**src/rtl/soc_cfg.svh**
```systemverilog
/* memory map, RAM geometry and pad-count defines for the
   peripheral subsystem */
`ifndef SOC_CFG_SVH
`define SOC_CFG_SVH

// on-chip RAM depth in 32-bit words
`define SOC_RAM_WORDS 16384

// RAM region size in bytes, starting at address zero
`define SOC_RAM_BYTES (4 * `SOC_RAM_WORDS)

// word address width seen by the RAM macro
`define SOC_RAM_AW 14

// upper 24 address bits of the control register region
`define SOC_CTRL_BASE 24'h030000

// number of GPIO pads
`define SOC_GPIO_W 16

// pads come up as inputs
`define SOC_OEB_RST 16'hffff

`endif

```
**src/rtl/soc_pkg.sv**
```systemverilog
/* bus request/response structs, routing and register-offset enums,
   housekeeping inputs and pad configuration */
`include "soc_cfg.svh"

package soc_pkg;

  // native memory bus, master side
  typedef struct packed {
    logic        valid;
    logic [31:0] addr;
    logic [31:0] wdata;
    logic [3:0]  wstrb;
  } mem_req_t;

  typedef struct packed {
    logic        ready;
    logic [31:0] rdata;
  } mem_rsp_t;

  // control region request after decode
  typedef struct packed {
    logic        sel;
    logic [7:0]  offset;
    logic [31:0] wdata;
    logic [3:0]  wstrb;
  } ctrl_req_t;

  typedef struct packed {
    logic        ready;
    logic [31:0] rdata;
  } ctrl_rsp_t;

  typedef enum logic [7:0] {
    REG_GPIO_DATA = 8'h00,
    REG_GPIO_OEB  = 8'h04,
    REG_GPIO_PU   = 8'h08,
    REG_GPIO_PD   = 8'h0c,
    REG_HK_CONFIG = 8'h18,
    REG_HK_ENA    = 8'h1c,
    REG_HK_PLL    = 8'h20,
    REG_HK_MFGR   = 8'h24,
    REG_HK_PROD   = 8'h28,
    REG_HK_MASK   = 8'h2c,
    REG_CLK_SEL   = 8'h30,
    REG_XTAL_DEST = 8'h34,
    REG_PLL_DEST  = 8'h38,
    REG_TRAP_DEST = 8'h3c,
    REG_IRQ7_SRC  = 8'h40,
    REG_IRQ8_SRC  = 8'h44
  } reg_off_e;

  // destination of xtal, pll clock and trap
  typedef enum logic [1:0] {
    ROUTE_OFF,
    ROUTE_A,
    ROUTE_B,
    ROUTE_C
  } route_e;

  typedef enum logic [1:0] {
    IRQ_NONE,
    IRQ_PIN0,
    IRQ_PIN1,
    IRQ_PIN2
  } irq_src_e;

  // read-only words from housekeeping
  typedef struct packed {
    logic [7:0]  config_val;
    logic        xtal_ena;
    logic        reg_ena;
    logic        pll_cp_ena;
    logic        pll_vco_ena;
    logic        pll_bias_ena;
    logic [3:0]  pll_trim;
    logic [11:0] mfgr_id;
    logic [7:0]  prod_id;
    logic [3:0]  mask_rev;
  } hk_ro_t;

  typedef struct packed {
    logic [`SOC_GPIO_W-1:0] gpio;
    logic [`SOC_GPIO_W-1:0] oeb;
    logic [`SOC_GPIO_W-1:0] pu;
    logic [`SOC_GPIO_W-1:0] pd;
    route_e                 xtal_dest;
    route_e                 pll_dest;
    route_e                 trap_dest;
    irq_src_e               irq7_src;
    irq_src_e               irq8_src;
  } pad_cfg_t;

endpackage

```
**src/rtl/soc_bus_decode.sv**
```systemverilog
/* region decode for RAM and control registers, RAM strobes with
   one-cycle ready, response merge */
`timescale 1ns/1ps
`include "soc_cfg.svh"

module soc_bus_decode
  import soc_pkg::*;
(
  input  logic                   clk_i,
  input  logic                   rst_n_i,
  input  mem_req_t               req_i,
  output mem_rsp_t               rsp_o,
  output ctrl_req_t              ctrl_req_o,
  input  ctrl_rsp_t              ctrl_rsp_i,
  output logic [3:0]             ram_wstrb_o,
  output logic [`SOC_RAM_AW-1:0] ram_addr_o,
  output logic [31:0]            ram_wdata_o,
  input  logic [31:0]            ram_rdata_i
);

  logic in_ram;
  logic in_ctrl;
  logic ram_range;
  logic ram_ready_q;
  logic ctrl_ready;
  logic bus_ready;

  assign in_ram  = req_i.addr < 32'(`SOC_RAM_BYTES);
  assign in_ctrl = req_i.addr[31:8] == `SOC_CTRL_BASE;

  // response from the register block counts only while it is addressed
  assign ctrl_ready = ctrl_req_o.sel && ctrl_rsp_i.ready;
  assign bus_ready  = ram_ready_q || ctrl_ready;

  // no new RAM access in the cycle that ends the current one
  assign ram_range = req_i.valid && !bus_ready && in_ram;

  assign ram_wstrb_o = ram_range ? req_i.wstrb : 4'h0;
  assign ram_addr_o  = req_i.addr[`SOC_RAM_AW+1:2];
  assign ram_wdata_o = req_i.wdata;

  always_ff @(posedge clk_i or negedge rst_n_i) begin
    if (!rst_n_i) begin
      ram_ready_q <= 1'b0;
    end else begin
      ram_ready_q <= ram_range;
    end
  end

  always_comb begin
    ctrl_req_o.sel    = req_i.valid && in_ctrl;
    ctrl_req_o.offset = req_i.addr[7:0];
    ctrl_req_o.wdata  = req_i.wdata;
    ctrl_req_o.wstrb  = req_i.wstrb;
  end

  // unmapped addresses simply never see ready
  always_comb begin
    rsp_o.ready = bus_ready;
    if (ctrl_ready) begin
      rsp_o.rdata = ctrl_rsp_i.rdata;
    end else if (ram_ready_q) begin
      rsp_o.rdata = ram_rdata_i;
    end else begin
      rsp_o.rdata = 32'h0;
    end
  end

endmodule

```
**src/rtl/sysctrl_regs.sv**
```systemverilog
/* system-control register file: GPIO data/enable/pulls, housekeeping
   readback, clock select, routing and irq source selects */
`timescale 1ns/1ps
`include "soc_cfg.svh"

module sysctrl_regs
  import soc_pkg::*;
(
  input  logic                   clk_i,
  input  logic                   rst_n_i,
  input  ctrl_req_t              req_i,
  output ctrl_rsp_t              rsp_o,
  input  logic [`SOC_GPIO_W-1:0] gpio_out_i,
  input  logic [`SOC_GPIO_W-1:0] gpio_in_i,
  input  hk_ro_t                 hk_i,
  input  logic                   clk_ext_sel_i,
  output pad_cfg_t               cfg_o
);

  pad_cfg_t    cfg_q;
  logic        ready_q;
  logic [31:0] rdata_q;
  logic [31:0] rd_val;
  logic        access;
  logic        sel_we;
  reg_off_e    off;

  // byte-wise merge of a 16-bit register
  function automatic logic [15:0] merge16(input logic [15:0] old_v,
                                          input logic [31:0] wdata,
                                          input logic [3:0]  wstrb);
    logic [15:0] res;
    res = old_v;
    if (wstrb[0]) begin
      res[7:0] = wdata[7:0];
    end
    if (wstrb[1]) begin
      res[15:8] = wdata[15:8];
    end
    return res;
  endfunction

  assign off    = reg_off_e'(req_i.offset);
  assign access = req_i.sel && !ready_q;
  assign sel_we = access && req_i.wstrb[0];

  always_comb begin
    case (off)
      REG_GPIO_DATA: rd_val = {gpio_out_i, gpio_in_i};
      REG_GPIO_OEB:  rd_val = {16'h0, cfg_q.oeb};
      REG_GPIO_PU:   rd_val = {16'h0, cfg_q.pu};
      REG_GPIO_PD:   rd_val = {16'h0, cfg_q.pd};
      REG_HK_CONFIG: rd_val = {24'h0, hk_i.config_val};
      REG_HK_ENA:    rd_val = {30'h0, hk_i.xtal_ena, hk_i.reg_ena};
      REG_HK_PLL: begin
        rd_val = {25'h0, hk_i.pll_trim, hk_i.pll_cp_ena, hk_i.pll_vco_ena,
                  hk_i.pll_bias_ena};
      end
      REG_HK_MFGR:   rd_val = {20'h0, hk_i.mfgr_id};
      REG_HK_PROD:   rd_val = {24'h0, hk_i.prod_id};
      REG_HK_MASK:   rd_val = {28'h0, hk_i.mask_rev};
      REG_CLK_SEL:   rd_val = {31'h0, clk_ext_sel_i};
      REG_XTAL_DEST: rd_val = {30'h0, cfg_q.xtal_dest};
      REG_PLL_DEST:  rd_val = {30'h0, cfg_q.pll_dest};
      REG_TRAP_DEST: rd_val = {30'h0, cfg_q.trap_dest};
      REG_IRQ7_SRC:  rd_val = {30'h0, cfg_q.irq7_src};
      REG_IRQ8_SRC:  rd_val = {30'h0, cfg_q.irq8_src};
      default:       rd_val = 32'h0;
    endcase
  end

  // ready pulses for one cycle, then drops while sel is still held
  always_ff @(posedge clk_i or negedge rst_n_i) begin
    if (!rst_n_i) begin
      ready_q <= 1'b0;
    end else begin
      ready_q <= access;
    end
  end

  always_ff @(posedge clk_i) begin
    if (access) begin
      rdata_q <= rd_val;
    end
  end

  always_ff @(posedge clk_i or negedge rst_n_i) begin
    if (!rst_n_i) begin
      cfg_q.gpio      <= '0;
      cfg_q.oeb       <= `SOC_OEB_RST;
      cfg_q.pu        <= '0;
      cfg_q.pd        <= '0;
      cfg_q.xtal_dest <= ROUTE_OFF;
      cfg_q.pll_dest  <= ROUTE_OFF;
      cfg_q.trap_dest <= ROUTE_OFF;
      cfg_q.irq7_src  <= IRQ_NONE;
      cfg_q.irq8_src  <= IRQ_NONE;
    end else if (access) begin
      case (off)
        REG_GPIO_DATA: cfg_q.gpio <= merge16(cfg_q.gpio, req_i.wdata, req_i.wstrb);
        REG_GPIO_OEB:  cfg_q.oeb  <= merge16(cfg_q.oeb, req_i.wdata, req_i.wstrb);
        REG_GPIO_PU:   cfg_q.pu   <= merge16(cfg_q.pu, req_i.wdata, req_i.wstrb);
        REG_GPIO_PD:   cfg_q.pd   <= merge16(cfg_q.pd, req_i.wdata, req_i.wstrb);
        default: begin
          // 2-bit selectors only take byte 0
          if (sel_we) begin
            if (off == REG_XTAL_DEST) cfg_q.xtal_dest <= route_e'(req_i.wdata[1:0]);
            if (off == REG_PLL_DEST)  cfg_q.pll_dest  <= route_e'(req_i.wdata[1:0]);
            if (off == REG_TRAP_DEST) cfg_q.trap_dest <= route_e'(req_i.wdata[1:0]);
            if (off == REG_IRQ7_SRC)  cfg_q.irq7_src  <= irq_src_e'(req_i.wdata[1:0]);
            if (off == REG_IRQ8_SRC)  cfg_q.irq8_src  <= irq_src_e'(req_i.wdata[1:0]);
          end
        end
      endcase
    end
  end

  assign rsp_o.ready = ready_q;
  assign rsp_o.rdata = rdata_q;
  assign cfg_o       = cfg_q;

endmodule

```
**src/rtl/gpio_pad_mux.sv**
```systemverilog
/* pad multiplexer for xtal, pll clock, core clock and trap, with
   enable/pull overrides and irq pin selection */
`timescale 1ns/1ps
`include "soc_cfg.svh"

module gpio_pad_mux
  import soc_pkg::*;
(
  input  logic                   clk_i,
  input  logic                   rst_n_i,
  input  logic                   xtal_i,
  input  logic                   clk_pll_i,
  input  logic                   trap_i,
  input  pad_cfg_t               cfg_i,
  input  logic [`SOC_GPIO_W-1:0] gpio_in_i,
  output logic [`SOC_GPIO_W-1:0] gpio_out_o,
  output logic [`SOC_GPIO_W-1:0] gpio_outenb_o,
  output logic [`SOC_GPIO_W-1:0] gpio_pullupb_o,
  output logic [`SOC_GPIO_W-1:0] gpio_pulldownb_o,
  output logic                   irq7_o,
  output logic                   irq8_o
);

  logic [`SOC_GPIO_W-1:0] grp_mask;
  logic [`SOC_GPIO_W-1:0] xtal_hot;
  logic [`SOC_GPIO_W-1:0] trap_hot;
  logic [`SOC_GPIO_W-1:0] oeb;

  // three-pin group starting at lo, claimed by any active route
  function automatic logic [`SOC_GPIO_W-1:0] group(input route_e r, input int lo);
    logic [`SOC_GPIO_W-1:0] m;
    m = '0;
    if (r != ROUTE_OFF) begin
      m[lo +: 3] = 3'b111;
    end
    return m;
  endfunction

  // A, B, C pick pin lo, lo+1, lo+2
  function automatic logic [`SOC_GPIO_W-1:0] one_hot(input route_e r, input int lo);
    logic [`SOC_GPIO_W-1:0] m;
    m = '0;
    if (r != ROUTE_OFF) begin
      m[lo + int'(r) - 1] = 1'b1;
    end
    return m;
  endfunction

  assign grp_mask = group(cfg_i.xtal_dest, 5) | group(cfg_i.pll_dest, 8) |
                    group(cfg_i.trap_dest, 11);
  assign xtal_hot = one_hot(cfg_i.xtal_dest, 5);
  assign trap_hot = one_hot(cfg_i.trap_dest, 11);

  always_comb begin
    gpio_out_o = cfg_i.gpio;
    gpio_out_o = (gpio_out_o & ~xtal_hot) | (xtal_hot & {`SOC_GPIO_W{xtal_i}});
    gpio_out_o = (gpio_out_o & ~trap_hot) | (trap_hot & {`SOC_GPIO_W{trap_i}});
    // in the pll group A is the pll output, B the core clock and C only claims pins
    if (cfg_i.pll_dest == ROUTE_A) begin
      gpio_out_o[8] = clk_pll_i;
    end
    if (cfg_i.pll_dest == ROUTE_B) begin
      gpio_out_o[9] = clk_i;
    end
  end

  assign oeb              = cfg_i.oeb & ~grp_mask;
  assign gpio_outenb_o    = oeb | {`SOC_GPIO_W{~rst_n_i}};
  assign gpio_pullupb_o   = cfg_i.pu | grp_mask;
  assign gpio_pulldownb_o = cfg_i.pd | grp_mask;

  always_comb begin
    case (cfg_i.irq7_src)
      IRQ_PIN0: irq7_o = gpio_in_i[0];
      IRQ_PIN1: irq7_o = gpio_in_i[1];
      IRQ_PIN2: irq7_o = gpio_in_i[2];
      default:  irq7_o = 1'b0;
    endcase
    case (cfg_i.irq8_src)
      IRQ_PIN0: irq8_o = gpio_in_i[3];
      IRQ_PIN1: irq8_o = gpio_in_i[4];
      IRQ_PIN2: irq8_o = gpio_in_i[5];
      default:  irq8_o = 1'b0;
    endcase
  end

endmodule

```
**src/rtl/soc_periph_top.sv**
```systemverilog
/* peripheral subsystem top: bus decode, control registers, pad mux */
`timescale 1ns/1ps
`include "soc_cfg.svh"

module soc_periph_top
  import soc_pkg::*;
(
  input  logic                   clk_i,
  input  logic                   rst_n_i,
  input  logic                   xtal_in_i,
  input  logic                   clk_pll_i,
  input  logic                   clk_ext_sel_i,
  input  logic                   trap_i,
  input  hk_ro_t                 hk_i,
  input  mem_req_t               mem_req_i,
  output mem_rsp_t               mem_rsp_o,
  output logic [3:0]             ram_wstrb_o,
  output logic [`SOC_RAM_AW-1:0] ram_addr_o,
  output logic [31:0]            ram_wdata_o,
  input  logic [31:0]            ram_rdata_i,
  output logic [`SOC_GPIO_W-1:0] gpio_out_o,
  output logic [`SOC_GPIO_W-1:0] gpio_outenb_o,
  output logic [`SOC_GPIO_W-1:0] gpio_pullupb_o,
  output logic [`SOC_GPIO_W-1:0] gpio_pulldownb_o,
  input  logic [`SOC_GPIO_W-1:0] gpio_in_i,
  output logic                   irq7_o,
  output logic                   irq8_o
);

  ctrl_req_t ctrl_req;
  ctrl_rsp_t ctrl_rsp;
  pad_cfg_t  pad_cfg;

  soc_bus_decode u_decode (
    .clk_i      (clk_i),
    .rst_n_i    (rst_n_i),
    .req_i      (mem_req_i),
    .rsp_o      (mem_rsp_o),
    .ctrl_req_o (ctrl_req),
    .ctrl_rsp_i (ctrl_rsp),
    .ram_wstrb_o(ram_wstrb_o),
    .ram_addr_o (ram_addr_o),
    .ram_wdata_o(ram_wdata_o),
    .ram_rdata_i(ram_rdata_i)
  );

  // data register reads back the pads as driven
  sysctrl_regs u_regs (
    .clk_i        (clk_i),
    .rst_n_i      (rst_n_i),
    .req_i        (ctrl_req),
    .rsp_o        (ctrl_rsp),
    .gpio_out_i   (gpio_out_o),
    .gpio_in_i    (gpio_in_i),
    .hk_i         (hk_i),
    .clk_ext_sel_i(clk_ext_sel_i),
    .cfg_o        (pad_cfg)
  );

  gpio_pad_mux u_pad_mux (
    .clk_i           (clk_i),
    .rst_n_i         (rst_n_i),
    .xtal_i          (xtal_in_i),
    .clk_pll_i       (clk_pll_i),
    .trap_i          (trap_i),
    .cfg_i           (pad_cfg),
    .gpio_in_i       (gpio_in_i),
    .gpio_out_o      (gpio_out_o),
    .gpio_outenb_o   (gpio_outenb_o),
    .gpio_pullupb_o  (gpio_pullupb_o),
    .gpio_pulldownb_o(gpio_pulldownb_o),
    .irq7_o          (irq7_o),
    .irq8_o          (irq8_o)
  );

endmodule

```
**config.mk**
```make
export PLATFORM = sky130hd
export DESIGN_NAME = soc_periph_top
export DESIGN_NICKNAME = d
export VERILOG_FILES = /design/src/rtl/soc_pkg.sv /design/src/rtl/soc_bus_decode.sv /design/src/rtl/sysctrl_regs.sv /design/src/rtl/gpio_pad_mux.sv /design/src/rtl/soc_periph_top.sv
export VERILOG_INCLUDE_DIRS = /design/src /design/src/rtl
export SDC_FILE = /design/constraint.sdc
export NUM_CORES = 1
export LEC_CHECK = 0
export BUFFER_PORTS_ARGS = -buffer_cell sky130_fd_sc_hd__buf_2
export CORE_MARGIN = 2
export CORE_UTILIZATION = 30
export DETAILED_ROUTE_END_ITERATION = 7
export PLACE_DENSITY = 0.63
export RECOVER_POWER = 50
export SLEW_MARGIN = 20
export SYNTH_ARGS = -nofsm -noshare
export SYNTH_HDL_FRONTEND = slang
export SYNTH_HIERARCHICAL = 1
export SYNTH_SLANG_ARGS = --single-unit
```
**constraint.sdc**
```tcl
create_clock -name clk_i -period 7.3 [get_ports clk_i]
set_clock_uncertainty 0.05 [all_clocks]
set_input_delay 1.46 -clock clk_i [delete_from_list [all_inputs] [get_ports clk_i]]
set_output_delay 1.46 -clock clk_i [all_outputs]
set_load 0.005 [all_outputs]
```
**After elaboration in Yosys (flattened, before gate mapping)**

Cells that the tools add are included.

- Register bits: 108
- Bits of input ports: 164
- Output and inout bits: 149
- Word-level logic and storage cells: 112

- $add $sub $neg: 4
- $lt $le $gt $ge: 5
- Eq/ne operators: 24
- Mux-type cells: 17
- Bitwise gates (word level): 17
- Reduce and logical (&&, ||, !) cells: 29

Operators with widths:

| operator | number |
|---|---|
| $pmux 32 s16 | 1 |
| $and 16x16->16 | 5 |
| $or 16x16->16 | 5 |
| $eq 8x6->1 const B | 8 |
| $ge 32x1->1 const B | 2 |
| $lt 32x6->1 const B | 2 |
| $mux 32 | 2 |
| $sub 32x2->32 const B | 2 |
| $not 16->16 | 3 |
| $lt 32x17->1 const B | 1 |
| $mux 16 | 2 |
| $eq 24x18->1 const B | 1 |
| $reduce_and 3->1 | 8 |
| $reduce_and 4->1 | 5 |
| $eq 8x4->1 const B | 2 |
| $eq 8x5->1 const B | 2 |
| $eq 8x7->1 const B | 2 |
| $or 16x14->16 | 1 |
| $or 8x11->11 | 1 |
| $eq 2x2->1 const B | 5 |
| $mux 3 | 3 |
| $demux 1 s4 | 2 |
| $eq 8x3->1 const B | 1 |
| $logic_and 1x1->1 | 8 |
| 12 further kinds | 22 |

**Depth between registers and ports, before layout**

- Depth after elaboration: 14
- Mapped depth: 8
- Depth with buffers taken out: 7

**By module**

The synthesis kept the hierarchy.

By module, submodules not included:

| module | instances | cells each | area an instance (um2) | sequential area each (um2) |
|---|---|---|---|---|
| sysctrl_regs | 1 | 374 | 5054.8 | 2857.7 |
| soc_bus_decode | 1 | 218 | 1490.2 | 25.0 |
| gpio_pad_mux | 1 | 138 | 919.6 | 0.0 |

==> impl_metrics.json <==
{
  "outcome": "complete, but fails checks",
  "violations": "max-capacitance violations, max-slew violations",
  "clk_pin_slew_worst_paths_ps": 80,
  "die_w_um": 160,
  "slew_violations": 159,
  "grt_antenna_before_repair": 6,
  "p_leak_nw": 4.27,
  "fin_tns_setup_ps": 0,
  "crit_slowest_cell": "clkbuf_16",
  "grt_first_pass_wirelength_um": 37100,
  "path_class": "clock port to primary output",
  "fp.coreArea_um2": 24200,
  "finalWirelength_um": 25300,
  "start_kind": "clock port",
  "drtIter0Drc": 387,
  "dieHeight_um": 160,
  "rrSetupSlack_ps": 3820,
  "cts_tree": "built",
  "postCtsSetupBuffers": 0,
  "yosysWarnings": 6,
  "path_cells": "clkbuf_16 > clkbuf_16 > clkbuf_16 > clkbuf_16 > clkbuf_16 > clkbuf_16 > nor2_1 > a31oi_1 > clkbuf_16 > clkbuf_16 > buf_2",
  "wl_per_cell_um": 20.5,
  "hold_class": "flip-flop to flip-flop",
  "pin_count": 313,
  "first_pass_iters": 7,
  "antenna_left": 0,
  "overflow": 0,
  "r2r_cells": 5,
  "fp.dieArea_um2": 25700,
  "tightest_slew_ps": 3130,
  "grt_pass1_vias": 6033,
  "drive_above_1_share_pct": 46.2,
  "place_hpwl_um": 19200,
  "port_buffers": 280,
  "cpMostUsedCell": "clkbuf_16",
  "cp.required_ps": 5790,
  "syn-cell-area_um2": 7330,
  "drc": 0,
  "gp_congestion": 0.855,
  "grt_max_degree": 62,
  "setup_viol": 0,
  "worst_ep_arrival_time_ps": 5120,
  "power.density_nw_per_um2": 163,
  "rsz0062_at_grt": "false",
  "insertion_delay_ps": 470,
  "syn_area_per_cell_um2": 10.3,
  "end_kind": "primary output",
  "peakVddDrop_v": 0.0000846,
  "crit_fanout": 2,
  "syn-num-nets": 884,
  "vias_per_cell": 4.94,
  "rows": 57,
  "dr_total_vias": 6076,
  "cts_hold_buf": 0,
  "syn_inst": 712,
  "slowest_delay_ps": 180,
  "slew_headroom_pct": -109,
  "seq_area_um2": 2880,
  "start_util_pct": 30.3,
  "synthToLayoutAreaGrowth_pct": 21.1,
  "maxCapViolCount": 4,
  "grt_use_total_pct": 19.5,
  "min_path_cells": 1,
  "final.fill_count": 2493,
  "multi_input_area_um2": 3440,
  "layout.nets": 1068,
  "power_mw": 1.45,
  "cts_resized": 0,
  "hold_viol_final": 0
}
==> sequential cells by signal (all words and copies together), names as in the netlist <==
signal / count
u_regs/ready_q: 1
u_decode/ram_ready_q: 1
u_regs/cfg_o: 74
u_regs/rdata_q: 32
==> worst paths after layout <==
| check | endpoint | startpoint |
|---|---|---|
| worst max-delay path | gpio_out_o[9] | clk_i |
| worst min-delay path | u_regs/cfg_o[70] | u_regs/cfg_o[70] |
| worst max register to register | u_regs/cfg_o[23] | u_regs/ready_q |
| worst min register to register | u_regs/cfg_o[70] | u_regs/cfg_o[70] |
| max in group asynchronous | u_decode/ram_ready_q | rst_n_i |
| min in group asynchronous | u_regs/cfg_o[41] | rst_n_i |
==> worst max-delay path: cells and delay by family <==
family,cells,cell delay (ps)
AOI/OAI and AO/OA,1,90
and+or+nand+nor,1,160
buffers and inverters,9,1210
==> cell usage in the layout, fill, tap and decap left out, drive strengths merged, types with 4 or more instances in the layout <==
cell type and count:
ha 8, a222oi 4, nand2 89, or3 14, dfstp 16, edfxtp 32
nand3b 5, a22o 6, a22oi 12, mux2i 45, mux2 97, dfrtp 60
nor4 11, diode 5, and3 21, nand2b 17, nand3 4, nor2 16
clkbuf 61, nand4 8, nor4b 7, and2 6, nor3 8, inv 40
a21oi 5, a31oi 4, o21ai 20, buf 251, a32oi 7
==> area by class of cell <==
class | instances | area share [%]
diodes | 5 | 0.141
multi-input cells | 439 | 38.8
flip-flops and latches | 108 | 32.5
inverters | 38 | 1.61
clock inverters | 5 | 0.578
well taps | 324 | 4.57
clock buffers | 23 | 5.89
repair buffers | 289 | 15.9
==> power breakdown <==
| part | internal (mW) | leakage, nW | total (mW) | switching (mW) |
|---|---|---|---|---|
| combinational | 0.0507 | 2.68 | 0.120 | 0.0689 |
| sequential | 0.620 | 1.30 | 0.620 | 0.000000810 |
| clock | 0.432 | 0.290 | 0.710 | 0.278 |
==> stage by stage <==
| stage | setup WS [ps] | std cells | hold slack [ps] | instance area, µm² | utilization [%] |
|---|---|---|---|---|---|
| 2_1_floorplan | 2010 | 712 | 424 | 7330 | - |
| 3_3_place_gp | 1890 | 1199 | 360 | 8400 | 34.7 |
| 3_5_place_dp | 1890 | 1199 | 360 | 8400 | 34.7 |
| 4_1_cts | 629 | 1226 | 460 | 8960 | 37.1 |
| 5_1_grt | 613 | 1227 | 471 | 8860 | 36.7 |
| 6_report | 674 | 1231 | 456 | 8870 | 36.7 |
==> per-layer routing <==
| layer | share of wire, % | up-vias | GRT usage, % | wire (µm) |
|---|---|---|---|---|
| met5 | 0.051 | - | 0 | 13 |
| met4 | 1.7 | 2 | 7.04 | 418 |
| met1 | 41 | 2921 | 24.0 | 10500 |
| met2 | 49 | 300 | 32.9 | 12400 |
| li1 | - | 2817 | - | - |
| met3 | 7.7 | 36 | 5.14 | 1960 |
Power figures use the tool's default switching activity.
